**config.mk**
```make
export PLATFORM = sky130hd
export DESIGN_NAME = video_cfg_top
export DESIGN_NICKNAME = d
export VERILOG_FILES = /design/src/design/video_pkg.sv /design/src/design/host_cmd_pkg.sv /design/src/design/video_cfg_top.sv /design/src/design/aspect_window.sv /design/src/design/umuldiv.sv /design/src/design/sync_polarity.sv /design/src/design/host_cmd_decoder.sv
export SDC_FILE = /design/constraint.sdc
export NUM_CORES = 1
export LEC_CHECK = 0
export ABC_AREA = 0
export BUFFER_PORTS_ARGS = -buffer_cell sky130_fd_sc_hd__buf_2
export CORE_ASPECT_RATIO = 0.5
export CORE_MARGIN = 3
export CORE_UTILIZATION = 45
export DETAILED_ROUTE_END_ITERATION = 16
export PLACE_DENSITY = 0.62
export SKIP_CTS_REPAIR_TIMING = 1
export SLEW_MARGIN = 10
export SYNTH_ARGS = -nofsm -noshare
export SYNTH_HDL_FRONTEND = slang
export SYNTH_HIERARCHICAL = 1
export SYNTH_SLANG_ARGS = --single-unit
```
**constraint.sdc**
```tcl
create_clock -name clk_sys -period 6.4 [get_ports clk_sys]
set_clock_uncertainty 0.15 [all_clocks]
set_input_delay 0.96 -clock clk_sys [delete_from_list [all_inputs] [get_ports clk_sys]]
set_output_delay 0.96 -clock clk_sys [all_outputs]
set_load 0.005 [all_outputs]
```
**src/design/video_pkg.sv**
```systemverilog
/*
 Video side types. Coordinates are 12 bits, so sizes above 4095 are not
 representable. Aspect fields are 13 bits with bit 12 as the explicit-size flag.
*/
`default_nettype none

package video_pkg;

	localparam int COORD_W  = 12;
	localparam int ASPECT_W = COORD_W + 1;

	typedef logic [COORD_W-1:0] coord_t;

	typedef struct packed {
		coord_t width;
		coord_t hfp;
		coord_t hs;
		coord_t hbp;
		coord_t height;
		coord_t vfp;
		coord_t vs;
		coord_t vbp;
	} video_timing_t;

	// Ratio, or pixel size when the top bit of either field is set
	typedef struct packed {
		logic [ASPECT_W-1:0] x;
		logic [ASPECT_W-1:0] y;
	} aspect_t;

	typedef struct packed {
		coord_t vset;
		coord_t hset;
		logic   freescale;
	} size_limit_t;

	typedef struct packed {
		aspect_t custom1;
		aspect_t custom2;
	} aspect_cfg_t;

	typedef struct packed {
		coord_t hmin;
		coord_t hmax;
		coord_t vmin;
		coord_t vmax;
	} video_window_t;

	// 1920x1080 CEA
	localparam video_timing_t TIMING_DEFAULT = '{
		width: 12'd1920, hfp: 12'd88, hs: 12'd44, hbp: 12'd148,
		height: 12'd1080, vfp: 12'd4, vs: 12'd5, vbp: 12'd36
	};

endpackage

`default_nettype wire

```
**src/design/host_cmd_pkg.sv**
```systemverilog
/*
 Host port definitions. Opcodes sit in the low byte of the first frame word.
 Opcodes outside the list are carried through and ignored by the decoder.
*/
`default_nettype none

package host_cmd_pkg;

	localparam int HOST_DW = 16;
	localparam int OPC_W   = 8;

	// Kept command set
	typedef enum logic [OPC_W-1:0] {
		CMD_VIDEO_TIMING = 8'h20,
		CMD_VSET         = 8'h27,
		CMD_VSYNC_WAIT   = 8'h30,
		CMD_HSET         = 8'h37,
		CMD_ASPECT       = 8'h3A
	} host_opcode_e;

	// One word on the host port
	// Frame flag low ends the frame and the data is dropped
	typedef struct packed {
		logic               frame;
		logic [HOST_DW-1:0] data;
	} host_word_t;

endpackage

`default_nettype wire
```
**src/design/video_cfg_top.sv**
```systemverilog
`timescale 1ns/1ps
`default_nettype none
/*
 Host configuration port with the display window calculator.
 i_vsync is the raw core vsync of either polarity, all in clk_sys.
*/
module video_cfg_top #(
	parameter int SYNC_CNT_W = 16
) (
	input  logic                     clk_sys,
	input  logic                     resetd,
	input  logic                     i_host_valid,
	input  host_cmd_pkg::host_word_t i_host,
	input  logic                     i_vsync,
	input  video_pkg::aspect_t       i_core_aspect,
	output logic                     o_host_ready,
	output video_pkg::video_timing_t o_timing,
	output video_pkg::video_window_t o_window
);
	import video_pkg::*;

	logic        vsync_norm;
	size_limit_t limit;
	aspect_cfg_t aspect_cfg;
	logic        md_start;
	logic        md_busy;
	coord_t      md_mul1, md_mul2, md_div, md_result;

	host_cmd_decoder u_decoder (
		.clk_sys      (clk_sys),
		.resetd       (resetd),
		.i_valid      (i_host_valid),
		.i_host       (i_host),
		.i_vsync      (vsync_norm),
		.o_ready      (o_host_ready),
		.o_timing     (o_timing),
		.o_limit      (limit),
		.o_aspect_cfg (aspect_cfg)
	);

	sync_polarity #(.SYNC_CNT_W(SYNC_CNT_W)) u_vsync_pol (
		.clk_sys (clk_sys),
		.resetd  (resetd),
		.i_sync  (i_vsync),
		.o_sync  (vsync_norm)
	);

	aspect_window u_window (
		.clk_sys       (clk_sys),
		.resetd        (resetd),
		.i_timing      (o_timing),
		.i_limit       (limit),
		.i_aspect_cfg  (aspect_cfg),
		.i_core_aspect (i_core_aspect),
		.o_md_start    (md_start),
		.o_md_mul1     (md_mul1),
		.o_md_mul2     (md_mul2),
		.o_md_div      (md_div),
		.i_md_busy     (md_busy),
		.i_md_result   (md_result),
		.o_window      (o_window)
	);

	umuldiv u_muldiv (
		.clk_sys  (clk_sys),
		.resetd   (resetd),
		.i_start  (md_start),
		.i_mul1   (md_mul1),
		.i_mul2   (md_mul2),
		.i_div    (md_div),
		.o_busy   (md_busy),
		.o_result (md_result)
	);

endmodule

`default_nettype wire

```
**src/design/aspect_window.sv**
```systemverilog
`timescale 1ns/1ps
`default_nettype none
/*
 Display window calculator. Runs passes back to back, at most 60 cycles each.
 Needs an exclusive umuldiv. The window is centred on the full active area.
*/
module aspect_window (
	input  logic                          clk_sys,
	input  logic                          resetd,
	input  video_pkg::video_timing_t      i_timing,
	input  video_pkg::size_limit_t        i_limit,
	input  video_pkg::aspect_cfg_t        i_aspect_cfg,
	input  video_pkg::aspect_t            i_core_aspect,
	output logic                          o_md_start,
	output logic [video_pkg::COORD_W-1:0] o_md_mul1,
	output logic [video_pkg::COORD_W-1:0] o_md_mul2,
	output logic [video_pkg::COORD_W-1:0] o_md_div,
	input  logic                          i_md_busy,
	input  logic [video_pkg::COORD_W-1:0] i_md_result,
	output video_pkg::video_window_t      o_window
);
	import video_pkg::*;

	typedef enum logic [2:0] {IDLE, MUL_W, WAIT_W, MUL_H, WAIT_H, CLIP, PLACE} state_e;

	state_e  state;
	aspect_t sel;
	coord_t  eff_w, eff_h, arx, ary;
	coord_t  wcalc, hcalc, videow, videoh, hoff, voff;
	logic    xy, use_eff, md_done;

	assign eff_w = (i_limit.hset != '0 && i_limit.hset < i_timing.width) ?
		i_limit.hset : i_timing.width;
	assign eff_h = (i_limit.vset != '0 && i_limit.vset < i_timing.height) ?
		i_limit.vset : i_timing.height;

	// Core y of zero selects a custom pair by x
	always_comb begin
		if (i_core_aspect.y != '0)
			sel = i_core_aspect;
		else if (i_core_aspect.x == ASPECT_W'(1))
			sel = i_aspect_cfg.custom1;
		else if (i_core_aspect.x == ASPECT_W'(2))
			sel = i_aspect_cfg.custom2;
		else
			sel = '0;
	end

	assign arx     = sel.x[COORD_W-1:0];
	assign ary     = sel.y[COORD_W-1:0];
	assign xy      = sel.x[ASPECT_W-1] | sel.y[ASPECT_W-1];
	assign use_eff = i_limit.freescale | (arx == '0) | (ary == '0);
	assign md_done = ~o_md_start & ~i_md_busy;
	assign hoff    = (i_timing.width - videow) >> 1;
	assign voff    = (i_timing.height - videoh) >> 1;

	//////////////////////////////////////////////////
	// FSM and window output
	//////////////////////////////////////////////////
	always_ff @(posedge clk_sys) begin
		if (resetd) begin
			state      <= IDLE;
			o_md_start <= 1'b0;
			o_window   <= '0;
		end else begin
			o_md_start <= 1'b0;
			case (state)
				IDLE:   state <= (use_eff | xy) ? CLIP : MUL_W;
				MUL_W: begin
					o_md_start <= 1'b1;
					state      <= WAIT_W;
				end
				WAIT_W: if (md_done) state <= MUL_H;
				MUL_H: begin
					o_md_start <= 1'b1;
					state      <= WAIT_H;
				end
				WAIT_H: if (md_done) state <= CLIP;
				CLIP:   state <= PLACE;
				PLACE: begin
					o_window.hmin <= hoff;
					o_window.hmax <= hoff + videow - 1'b1;
					o_window.vmin <= voff;
					o_window.vmax <= voff + videoh - 1'b1;
					state         <= IDLE;
				end
				default: state <= IDLE;
			endcase
		end
	end

	// Picture size datapath
	always_ff @(posedge clk_sys) begin
		case (state)
			IDLE: begin
				if (use_eff) begin
					wcalc <= eff_w;
					hcalc <= eff_h;
				end else if (xy) begin
					wcalc <= arx;
					hcalc <= ary;
				end
			end
			MUL_W: begin
				o_md_mul1 <= eff_h;
				o_md_mul2 <= arx;
				o_md_div  <= ary;
			end
			WAIT_W: if (md_done) wcalc <= i_md_result;
			MUL_H: begin
				o_md_mul1 <= eff_w;
				o_md_mul2 <= ary;
				o_md_div  <= arx;
			end
			WAIT_H: if (md_done) hcalc <= i_md_result;
			CLIP: begin
				videow <= (wcalc > eff_w) ? eff_w : wcalc;
				videoh <= (hcalc > eff_h) ? eff_h : hcalc;
			end
			default: ;
		endcase
	end

endmodule

`default_nettype wire

```
**src/design/umuldiv.sv**
```systemverilog
`timescale 1ns/1ps
`default_nettype none
/*
 Sequential (a*b)/c, unsigned. Busy for 24 cycles after start.
 The quotient is truncated to 12 bits. Divide by zero returns all ones.
*/
module umuldiv (
	input  logic                          clk_sys,
	input  logic                          resetd,
	input  logic                          i_start,
	input  logic [video_pkg::COORD_W-1:0] i_mul1,
	input  logic [video_pkg::COORD_W-1:0] i_mul2,
	input  logic [video_pkg::COORD_W-1:0] i_div,
	output logic                          o_busy,
	output logic [video_pkg::COORD_W-1:0] o_result
);
	import video_pkg::*;

	localparam int PROD_W = 2 * COORD_W;
	localparam int STEP_W = $clog2(PROD_W);

	logic [PROD_W-1:0]  dq;
	logic [COORD_W-1:0] rem;
	logic [COORD_W-1:0] divisor;
	logic [STEP_W-1:0]  step;
	logic [COORD_W:0]   rem_sh;
	logic [COORD_W:0]   rem_sub;
	logic               fits;

	// Restoring step, quotient bits shift in behind the dividend
	assign rem_sh   = {rem, dq[PROD_W-1]};
	assign rem_sub  = rem_sh - {1'b0, divisor};
	assign fits     = rem_sh >= {1'b0, divisor};
	assign o_result = dq[COORD_W-1:0];

	always_ff @(posedge clk_sys) begin
		if (resetd) begin
			o_busy <= 1'b0;
			step   <= '0;
		end else if (i_start) begin
			o_busy <= 1'b1;
			step   <= STEP_W'(PROD_W - 1);
		end else if (o_busy) begin
			if (step == '0)
				o_busy <= 1'b0;
			else
				step <= step - 1'b1;
		end
	end

	// Zero divisor always fits, which gives the all-ones quotient
	always_ff @(posedge clk_sys) begin
		if (i_start) begin
			dq      <= i_mul1 * i_mul2;
			rem     <= '0;
			divisor <= i_div;
		end else if (o_busy) begin
			dq  <= {dq[PROD_W-2:0], fits};
			rem <= fits ? rem_sub[COORD_W-1:0] : rem_sh[COORD_W-1:0];
		end
	end

	// Single user must wait for the previous result
	a_no_start_busy: assert property (@(posedge clk_sys) disable iff (resetd)
		i_start |-> !o_busy);

endmodule

`default_nettype wire

```
**src/design/sync_polarity.sv**
```systemverilog
`timescale 1ns/1ps
`default_nettype none
/*
 Sync polarity normalizer. The output is active high once one full high and
 one full low period have been seen. Phase lengths saturate at the counter width.
*/
module sync_polarity #(
	parameter int SYNC_CNT_W = 16
) (
	input  logic clk_sys,
	input  logic resetd,
	input  logic i_sync,
	output logic o_sync
);
	import video_pkg::*;

	logic                  sync_d;
	logic                  pol;
	logic [SYNC_CNT_W-1:0] run_cnt;
	logic [SYNC_CNT_W-1:0] high_len;
	logic [SYNC_CNT_W-1:0] low_len;

	always_ff @(posedge clk_sys) begin
		if (resetd) begin
			sync_d   <= 1'b0;
			pol      <= 1'b0;
			run_cnt  <= '0;
			high_len <= '0;
			low_len  <= '0;
		end else begin
			sync_d <= i_sync;
			if (i_sync != sync_d) begin
				// Phase just ended, keep its length
				run_cnt <= '0;
				if (sync_d)
					high_len <= run_cnt;
				else
					low_len <= run_cnt;
			end else if (~&run_cnt) begin
				run_cnt <= run_cnt + 1'b1;
			end
			// Longer phase is the inactive one
			pol <= high_len > low_len;
		end
	end

	assign o_sync = i_sync ^ pol;

endmodule

`default_nettype wire

```
**src/design/host_cmd_decoder.sv**
```systemverilog
`timescale 1ns/1ps
`default_nettype none
/*
 Host frame parser. A word is taken when i_valid and o_ready are both high.
 After CMD_VSYNC_WAIT the port stalls until i_vsync rises (active high).
 Parameter words past the end of a command are ignored.
*/
module host_cmd_decoder (
	input  logic                     clk_sys,
	input  logic                     resetd,
	input  logic                     i_valid,
	input  host_cmd_pkg::host_word_t i_host,
	input  logic                     i_vsync,
	output logic                     o_ready,
	output video_pkg::video_timing_t o_timing,
	output video_pkg::size_limit_t   o_limit,
	output video_pkg::aspect_cfg_t   o_aspect_cfg
);
	import host_cmd_pkg::*;
	import video_pkg::*;

	localparam int CNT_W = 4;

	host_opcode_e     opcode;
	logic             in_frame;
	logic [CNT_W-1:0] word_cnt;
	logic             vs_wait;
	logic             vsync_d;
	logic             take;
	logic             param_we;

	assign o_ready  = ~vs_wait;
	assign take     = i_valid & o_ready;
	assign param_we = take & i_host.frame & in_frame;

	//////////////////////////////////////////////////
	// Frame tracking and vsync stall
	//////////////////////////////////////////////////
	always_ff @(posedge clk_sys) begin
		if (resetd) begin
			opcode   <= CMD_VIDEO_TIMING;
			in_frame <= 1'b0;
			word_cnt <= '0;
			vs_wait  <= 1'b0;
			vsync_d  <= 1'b0;
		end else begin
			vsync_d <= i_vsync;
			if (i_vsync & ~vsync_d)
				vs_wait <= 1'b0;
			if (take) begin
				if (!i_host.frame) begin
					in_frame <= 1'b0;
				end else if (!in_frame) begin
					in_frame <= 1'b1;
					opcode   <= host_opcode_e'(i_host.data[OPC_W-1:0]);
					word_cnt <= '0;
					// Wait opcode taken in the vsync cycle waits for the next one
					if (i_host.data[OPC_W-1:0] == CMD_VSYNC_WAIT)
						vs_wait <= 1'b1;
				end else if (~&word_cnt) begin
					word_cnt <= word_cnt + 1'b1;
				end
			end
		end
	end

	//////////////////////////////////////////////////
	// Configuration registers
	//////////////////////////////////////////////////
	always_ff @(posedge clk_sys) begin
		if (resetd) begin
			o_timing     <= TIMING_DEFAULT;
			o_limit      <= '0;
			o_aspect_cfg <= '0;
		end else if (param_we) begin
			case (opcode)
				CMD_VIDEO_TIMING: begin
					case (word_cnt)
						4'd0: o_timing.width  <= i_host.data[COORD_W-1:0];
						4'd1: o_timing.hfp    <= i_host.data[COORD_W-1:0];
						4'd2: o_timing.hs     <= i_host.data[COORD_W-1:0];
						4'd3: o_timing.hbp    <= i_host.data[COORD_W-1:0];
						4'd4: o_timing.height <= i_host.data[COORD_W-1:0];
						4'd5: o_timing.vfp    <= i_host.data[COORD_W-1:0];
						4'd6: o_timing.vs     <= i_host.data[COORD_W-1:0];
						4'd7: o_timing.vbp    <= i_host.data[COORD_W-1:0];
						default: ;
					endcase
				end
				CMD_VSET: begin
					if (word_cnt == '0)
						o_limit.vset <= i_host.data[COORD_W-1:0];
				end
				CMD_HSET: begin
					if (word_cnt == '0) begin
						o_limit.hset      <= i_host.data[COORD_W-1:0];
						o_limit.freescale <= i_host.data[HOST_DW-1];
					end
				end
				CMD_ASPECT: begin
					case (word_cnt)
						4'd0: o_aspect_cfg.custom1.x <= i_host.data[ASPECT_W-1:0];
						4'd1: o_aspect_cfg.custom1.y <= i_host.data[ASPECT_W-1:0];
						4'd2: o_aspect_cfg.custom2.x <= i_host.data[ASPECT_W-1:0];
						4'd3: o_aspect_cfg.custom2.y <= i_host.data[ASPECT_W-1:0];
						default: ;
					endcase
				end
				default: ;
			endcase
		end
	end

	// Host keeps a stalled word on the port, also across a vsync wait
	a_host_hold: assert property (@(posedge clk_sys) disable iff (resetd)
		i_valid && !o_ready |=> i_valid && $stable(i_host));

endmodule

`default_nettype wire

```
* Word-level counts from Yosys, hierarchy flattened *
Cells that the tools add are included.
Widths: inputs -> output; s select.

word-level totals
  flip-flop bits (word level) = 426
  output and inout bits = 145
  input bits = 47
  word-level logic and storage cells = 185

operators by class
  $mul = 1
  eq/ne operators = 26
  bitwise gates (word level) = 17
  order comparisons = 6
  reduce and logical (&&, ||, !) cells = 42
  muxes and demuxes = 39
  add/subtract/negate cells = 10

operator list
  cell                   number
  $mux 12                10
  $pmux 12 s2            5
  $mux 26                3
  $reduce_and 3->1       18
  $mux 24                2
  $eq 8x6->1 const B     5
  $sub 12x12->12         3
  $add 11x12->12         2
  $gt 12x12->1           2
  $logic_not 12->1       2
  $lt 12x12->1           2
  $mul 12x12->24         1
  $reduce_bool 12->1     2
  $sub 12x1->12 const B  2
  $pmux 3 s6             1
  $add 16x1->16 const B  1
  $eq 4x3->1 const B     4
  $gt 16x16->1           1
  $reduce_and 16->1      1
  $mux 5                 3
  $eq 13x1->1 const B    1
  $eq 13x2->1 const B    1
  $ge 13x12->1           1
  $reduce_bool 13->1     1
  26 further kinds       67

* Longest topological paths before layout *
  depth after elaboration = 10
  depth in mapped cells = 20
  depth with buffers taken out = 18

* Modules after synthesis *
The synthesis kept the hierarchy.

modules (own cells, without submodules)
  module            instances  area each (um2)  cells each  sequential area each (um2)
  aspect_window     1          10357.4          1165        3523.4
  host_cmd_decoder  1          7826.3           714         3763.6
  umuldiv           1          7753.7           854         1441.4
  sync_polarity     1          2416.1           264         1001.0

* Worst setup path after synthesis *
OpenSTA, ideal clock, no wires.

  kind = register -> register
  from = register u_window/o_md_mul2[6] (netlist bit)
  to = register u_muldiv.dq[20] (data pin)
  path buffers = 1
  required time = 6.092 ns
  period minus slack after synthesis = 5.180 ns
  path slack = 1.220 ns
  arrival time = 4.872 ns
  library setup time = 0.158 ns
  stages on the path, launching flop included = 19
  cell sequence = edfxtp_1 > clkbuf_1 > and2_1 > fa_1 > inv_1 > fa_1 > inv_1 > fa_1 > fa_1 > inv_1 > fa_1 > inv_1 > ha_1 > nor2_1 > a211oi_1 > o31ai_2 > a211oi_2 > or4b_1 > o211ai_1

between the ends
  longest elaborated chain between the ends = 2

ends and longest elaborated chain
  what                    line                  text
  from (decl)             aspect_window.sv:16   output logic [video_pkg::COORD_W-1:0] o_md_mul2,
  from (signal assigned)  aspect_window.sv:106  o_md_mul2 <= arx;
  from (signal assigned)  aspect_window.sv:112  o_md_mul2 <= ary;
  $mul 12x12->24          umuldiv.sv:54         dq <= i_mul1 * i_mul2;
  $mux 24                 umuldiv.sv:53         if (i_start) begin
  to (signal assigned)    umuldiv.sv:54
  to (signal assigned)    umuldiv.sv:58         dq <= {dq[PROD_W-2:0], fits};
  to (decl)               umuldiv.sv:22         logic [PROD_W-1:0] dq;

Every way passes these cells.
A chain may end at the register's enable or synchronous reset.

* Final worst setup path *
  from = register u_window/o_md_mul1[7] (netlist bit)
  to = register u_muldiv.dq[20] (data pin)

between the ends
  longest elaborated chain between the ends = 2

ends and longest elaborated chain
  what                    line                  text
  from (decl)             aspect_window.sv:15   output logic [video_pkg::COORD_W-1:0] o_md_mul1,
  from (signal assigned)  aspect_window.sv:105  o_md_mul1 <= eff_h;
  from (signal assigned)  aspect_window.sv:111  o_md_mul1 <= eff_w;
  $mul 12x12->24          umuldiv.sv:54
  $mux 24                 umuldiv.sv:53

Every way passes these cells.

==> metrics <==
I/O Buffers=187; RSZ-0062 raised after global routing=false; clk slew on worst S/H paths=about 0.070 ns; fmax=about 0.17 GHz; GRT Util Overall=0.227; crit share post-route=0.905; Final setup viols=0; row count=between 60 and 70; Critical Path End Type=flip-flop; top cell type by total area after synthesis=dfxtp_1; clock buffer depth=3; Synth Area per Inst=9.46 µm²; Die Width=around 360 µm; CP arrival=between 6 and 7 ns; Final GP Congestion=about 0.90; die height=~180 µm; DP Wirelength=approximately 56000 µm; ys async rst share=0; P_leak=between 10 and 15 nW; final hold vios=0; PwrDens=between 300 and 400 nW/µm²; register area share after synthesis=0.343; Hold Path Class=flip-flop to flip-flop; Avg WL per Cell=around 19 µm; grt total ovfl=0; CTS tree=built; first-pass GRT wire length=roughly 120000 µm; final worst setup slack=just over 0.6 ns; drt total wl=76500 µm; Initial Utilization=0.459; fillers=5741; largest net degree at the start of global routing=103; area delta synth->final=9.39%; total CTS buffers=between 40 and 50; Worst-Margin Slew=1.15 ns; share of layout cells above drive strength 1=0.130; Yosys cell types=100; final instance area=31000 µm²; Worst R2R Path Depth=16; maxcap violations=0; headroom to the max-slew limit=0.231; DRT Pass-1 Iters=6; leading post-synthesis cells by cell area=dfxtp_1, edfxtp_1, ha_1, mux2i_1, fa_1; Syn Inst Count=roughly 3000; YS warnings=6; clock sink total=~430; post-placement setup slack=between 0.6 and 0.7 ns; CP Launch Type=flip-flop; via count=between 20000 and 25000; core area=between 60000 and 70000 µm²; CP max FO=12; Worst EP required=6.65 ns; Synth Cell Area=approximately 28000 µm²; Die ar.=66200 µm²; crit path kind=flip-flop to flip-flop; clk_lat worst skew=approximately 0.57 ns; Hold Path Stages=0; Setup TNS=0 ns; DR iter-0 viols=~1700; Placed Area=between 20000 and 30000 µm²; ys flop type=dfxtp_1; Antenna Violating Nets Remaining=0; Synth top area share=0.216; # DRC=0; CTS H-tree depth=2; routed vias/inst=5.53; post-synthesis register bit count=426; VDD IR-drop max=~0.77 mV; status=completed; Layout Nets=roughly 3400; Cell Count Post-Placement=between 3000 and 4000; Post-synth EDFFs=120; Non-Filler Instances=3928; leading cell types by count after synthesis=dfxtp_1, inv_1, mux2i_1; fin crit period=~5.8 ns; Slew Viols, Final=0; initial antenna violation count=5; IO Pins=192; clock root buffer=clkbuf_16; number of global-route vias before repair=between 20000 and 25000; top-count cell post-synth=dfxtp_1
-- stage by stage --
stage	hold WS [ns]	power [W]	utilization
after floorplan	0.250	0.00786	-
after global placement	0.253	0.00915	0.479
after detailed placement	0.255	0.00922	0.479
after CTS	0.271	0.0118	0.502
after global routing	0.289	0.0128	0.502
final	0.269	0.0118	0.502
-- layout make-up --
| class | count | area (µm²) | area share |
|---|---|---|---|
| multi-input cells | 2085 | 16600 | 0.534 |
| clock inverters | 19 | 204 | 0.00658 |
| repair buffers | 210 | 1120 | 0.0360 |
| flip-flops and latches | 426 | 9730 | 0.314 |
| clock buffers | 55 | 1200 | 0.0388 |
| well taps | 825 | 1030 | 0.0333 |
| diodes | 3 | 7.51 | 0.000242 |
| inverters | 305 | 1140 | 0.0369 |
-- flip-flops by register name, summed over array words and instances, names as in the netlist, 16 cells and up --
| name | flops |
|---|---|
| u_decoder/o_timing | 96 |
| u_decoder/o_aspect_cfg | 52 |
| u_window/o_window | 46 |
| u_decoder/o_limit | 25 |
| u_muldiv/dq | 24 |
| u_vsync_pol/high_len | 16 |
| u_vsync_pol/low_len | 16 |
| u_vsync_pol/run_cnt | 16 |
-- where the power goes --
group          switching, W  total, W  leakage [nW]  internal, W
Sequential         0.000184   0.00320          3.58      0.00302
Combinational       0.00352   0.00602          10.1      0.00250
Clock               0.00113   0.00256         0.685      0.00143
Total               0.00483    0.0118          14.3      0.00695
-- final timing paths --
check,start,to,slack [ns]
worst max register to register,u_window/o_md_mul1[7],u_muldiv/dq[20],0.61
worst min-delay path,u_window/o_md_div[3],u_muldiv/divisor[3],0.27
worst max-delay path,u_window/o_md_mul1[7],u_muldiv/dq[20],0.61
worst min register to register,u_window/o_md_div[3],u_muldiv/divisor[3],0.27
-- routing by layer --
metal / global-route usage / part of all wire
met5: 0 / 0.000092
met2: 0.368 / 0.45
met1: 0.314 / 0.46
met3: 0.0408 / 0.064
met4: 0.0572 / 0.022
-- worst max-delay path: stages (launching register included) --
cell	delay (ns)
edfxtp_1	0.70
nand2_1	0.16
fa_1	0.59
fa_1	0.46
fa_1	0.55
inv_1	0.05
fa_1	0.52
inv_1	0.07
fa_1	0.54
inv_1	0.06
ha_1	0.36
o21ai_1	0.12
a211oi_1	0.30
o31ai_2	0.17
a211oi_2	0.29
or4b_1	0.47
o211ai_1	0.10
-- logic make-up (layout without fill, tap and decap cells) --
| group | Yosys count | after routing | share of synthesized area |
|---|---|---|---|
| multiplexers | 301 | 301 | 0.108 |
| adder cells (fa/ha/maj) | 313 | 313 | 0.166 |
| buffers and inverters | 487 | 589 | 0.0736 |
| other | 1 | 5 | 0.000132 |
| AND/OR/NAND/NOR | 950 | 950 | 0.186 |
| flip-flops | 426 | 426 | 0.343 |
| XOR/XNOR | 60 | 60 | 0.0185 |
| AO/OA/AOI/OAI | 459 | 459 | 0.104 |
-- cell usage in the layout (no fill, tap or decap), types with 8 or more instances in the layout --
cell type / synthesis / routed
a211oi_1: 19 / 19
a21o_1: 34 / 34
a21oi_1: 147 / 147
a31o_2: 14 / 14
a31oi_1: 28 / 28
and2_1: 67 / 67
and3_1: 17 / 17
and4_1: 12 / 12
buf_2: 16 / 186
buf_4: 24 / 23
clkbuf_16: 0 / 44
dfxtp_1: 306 / 305
edfxtp_1: 120 / 120
fa_1: 105 / 105
ha_1: 207 / 207
inv_1: 304 / 304
mux2_2: 49 / 49
mux2i_1: 252 / 252
nand2_1: 224 / 224
nand2b_1: 186 / 186
nand3_1: 33 / 32
nand3b_1: 11 / 11
nand4_1: 37 / 37
nor2_1: 197 / 195
nor2b_1: 17 / 17
nor3_1: 32 / 32
nor4_1: 11 / 11
nor4b_1: 15 / 15
o211ai_1: 26 / 26
o21a_1: 8 / 8
o21ai_0: 76 / 76
o21ai_1: 9 / 9
o21bai_1: 9 / 9
o31ai_1: 10 / 10
o32ai_1: 11 / 11
or2_2: 12 / 12
or3_1: 16 / 16
xnor2_1: 36 / 36
xor2_1: 24 / 24
Power figures use the tool's default switching activity.
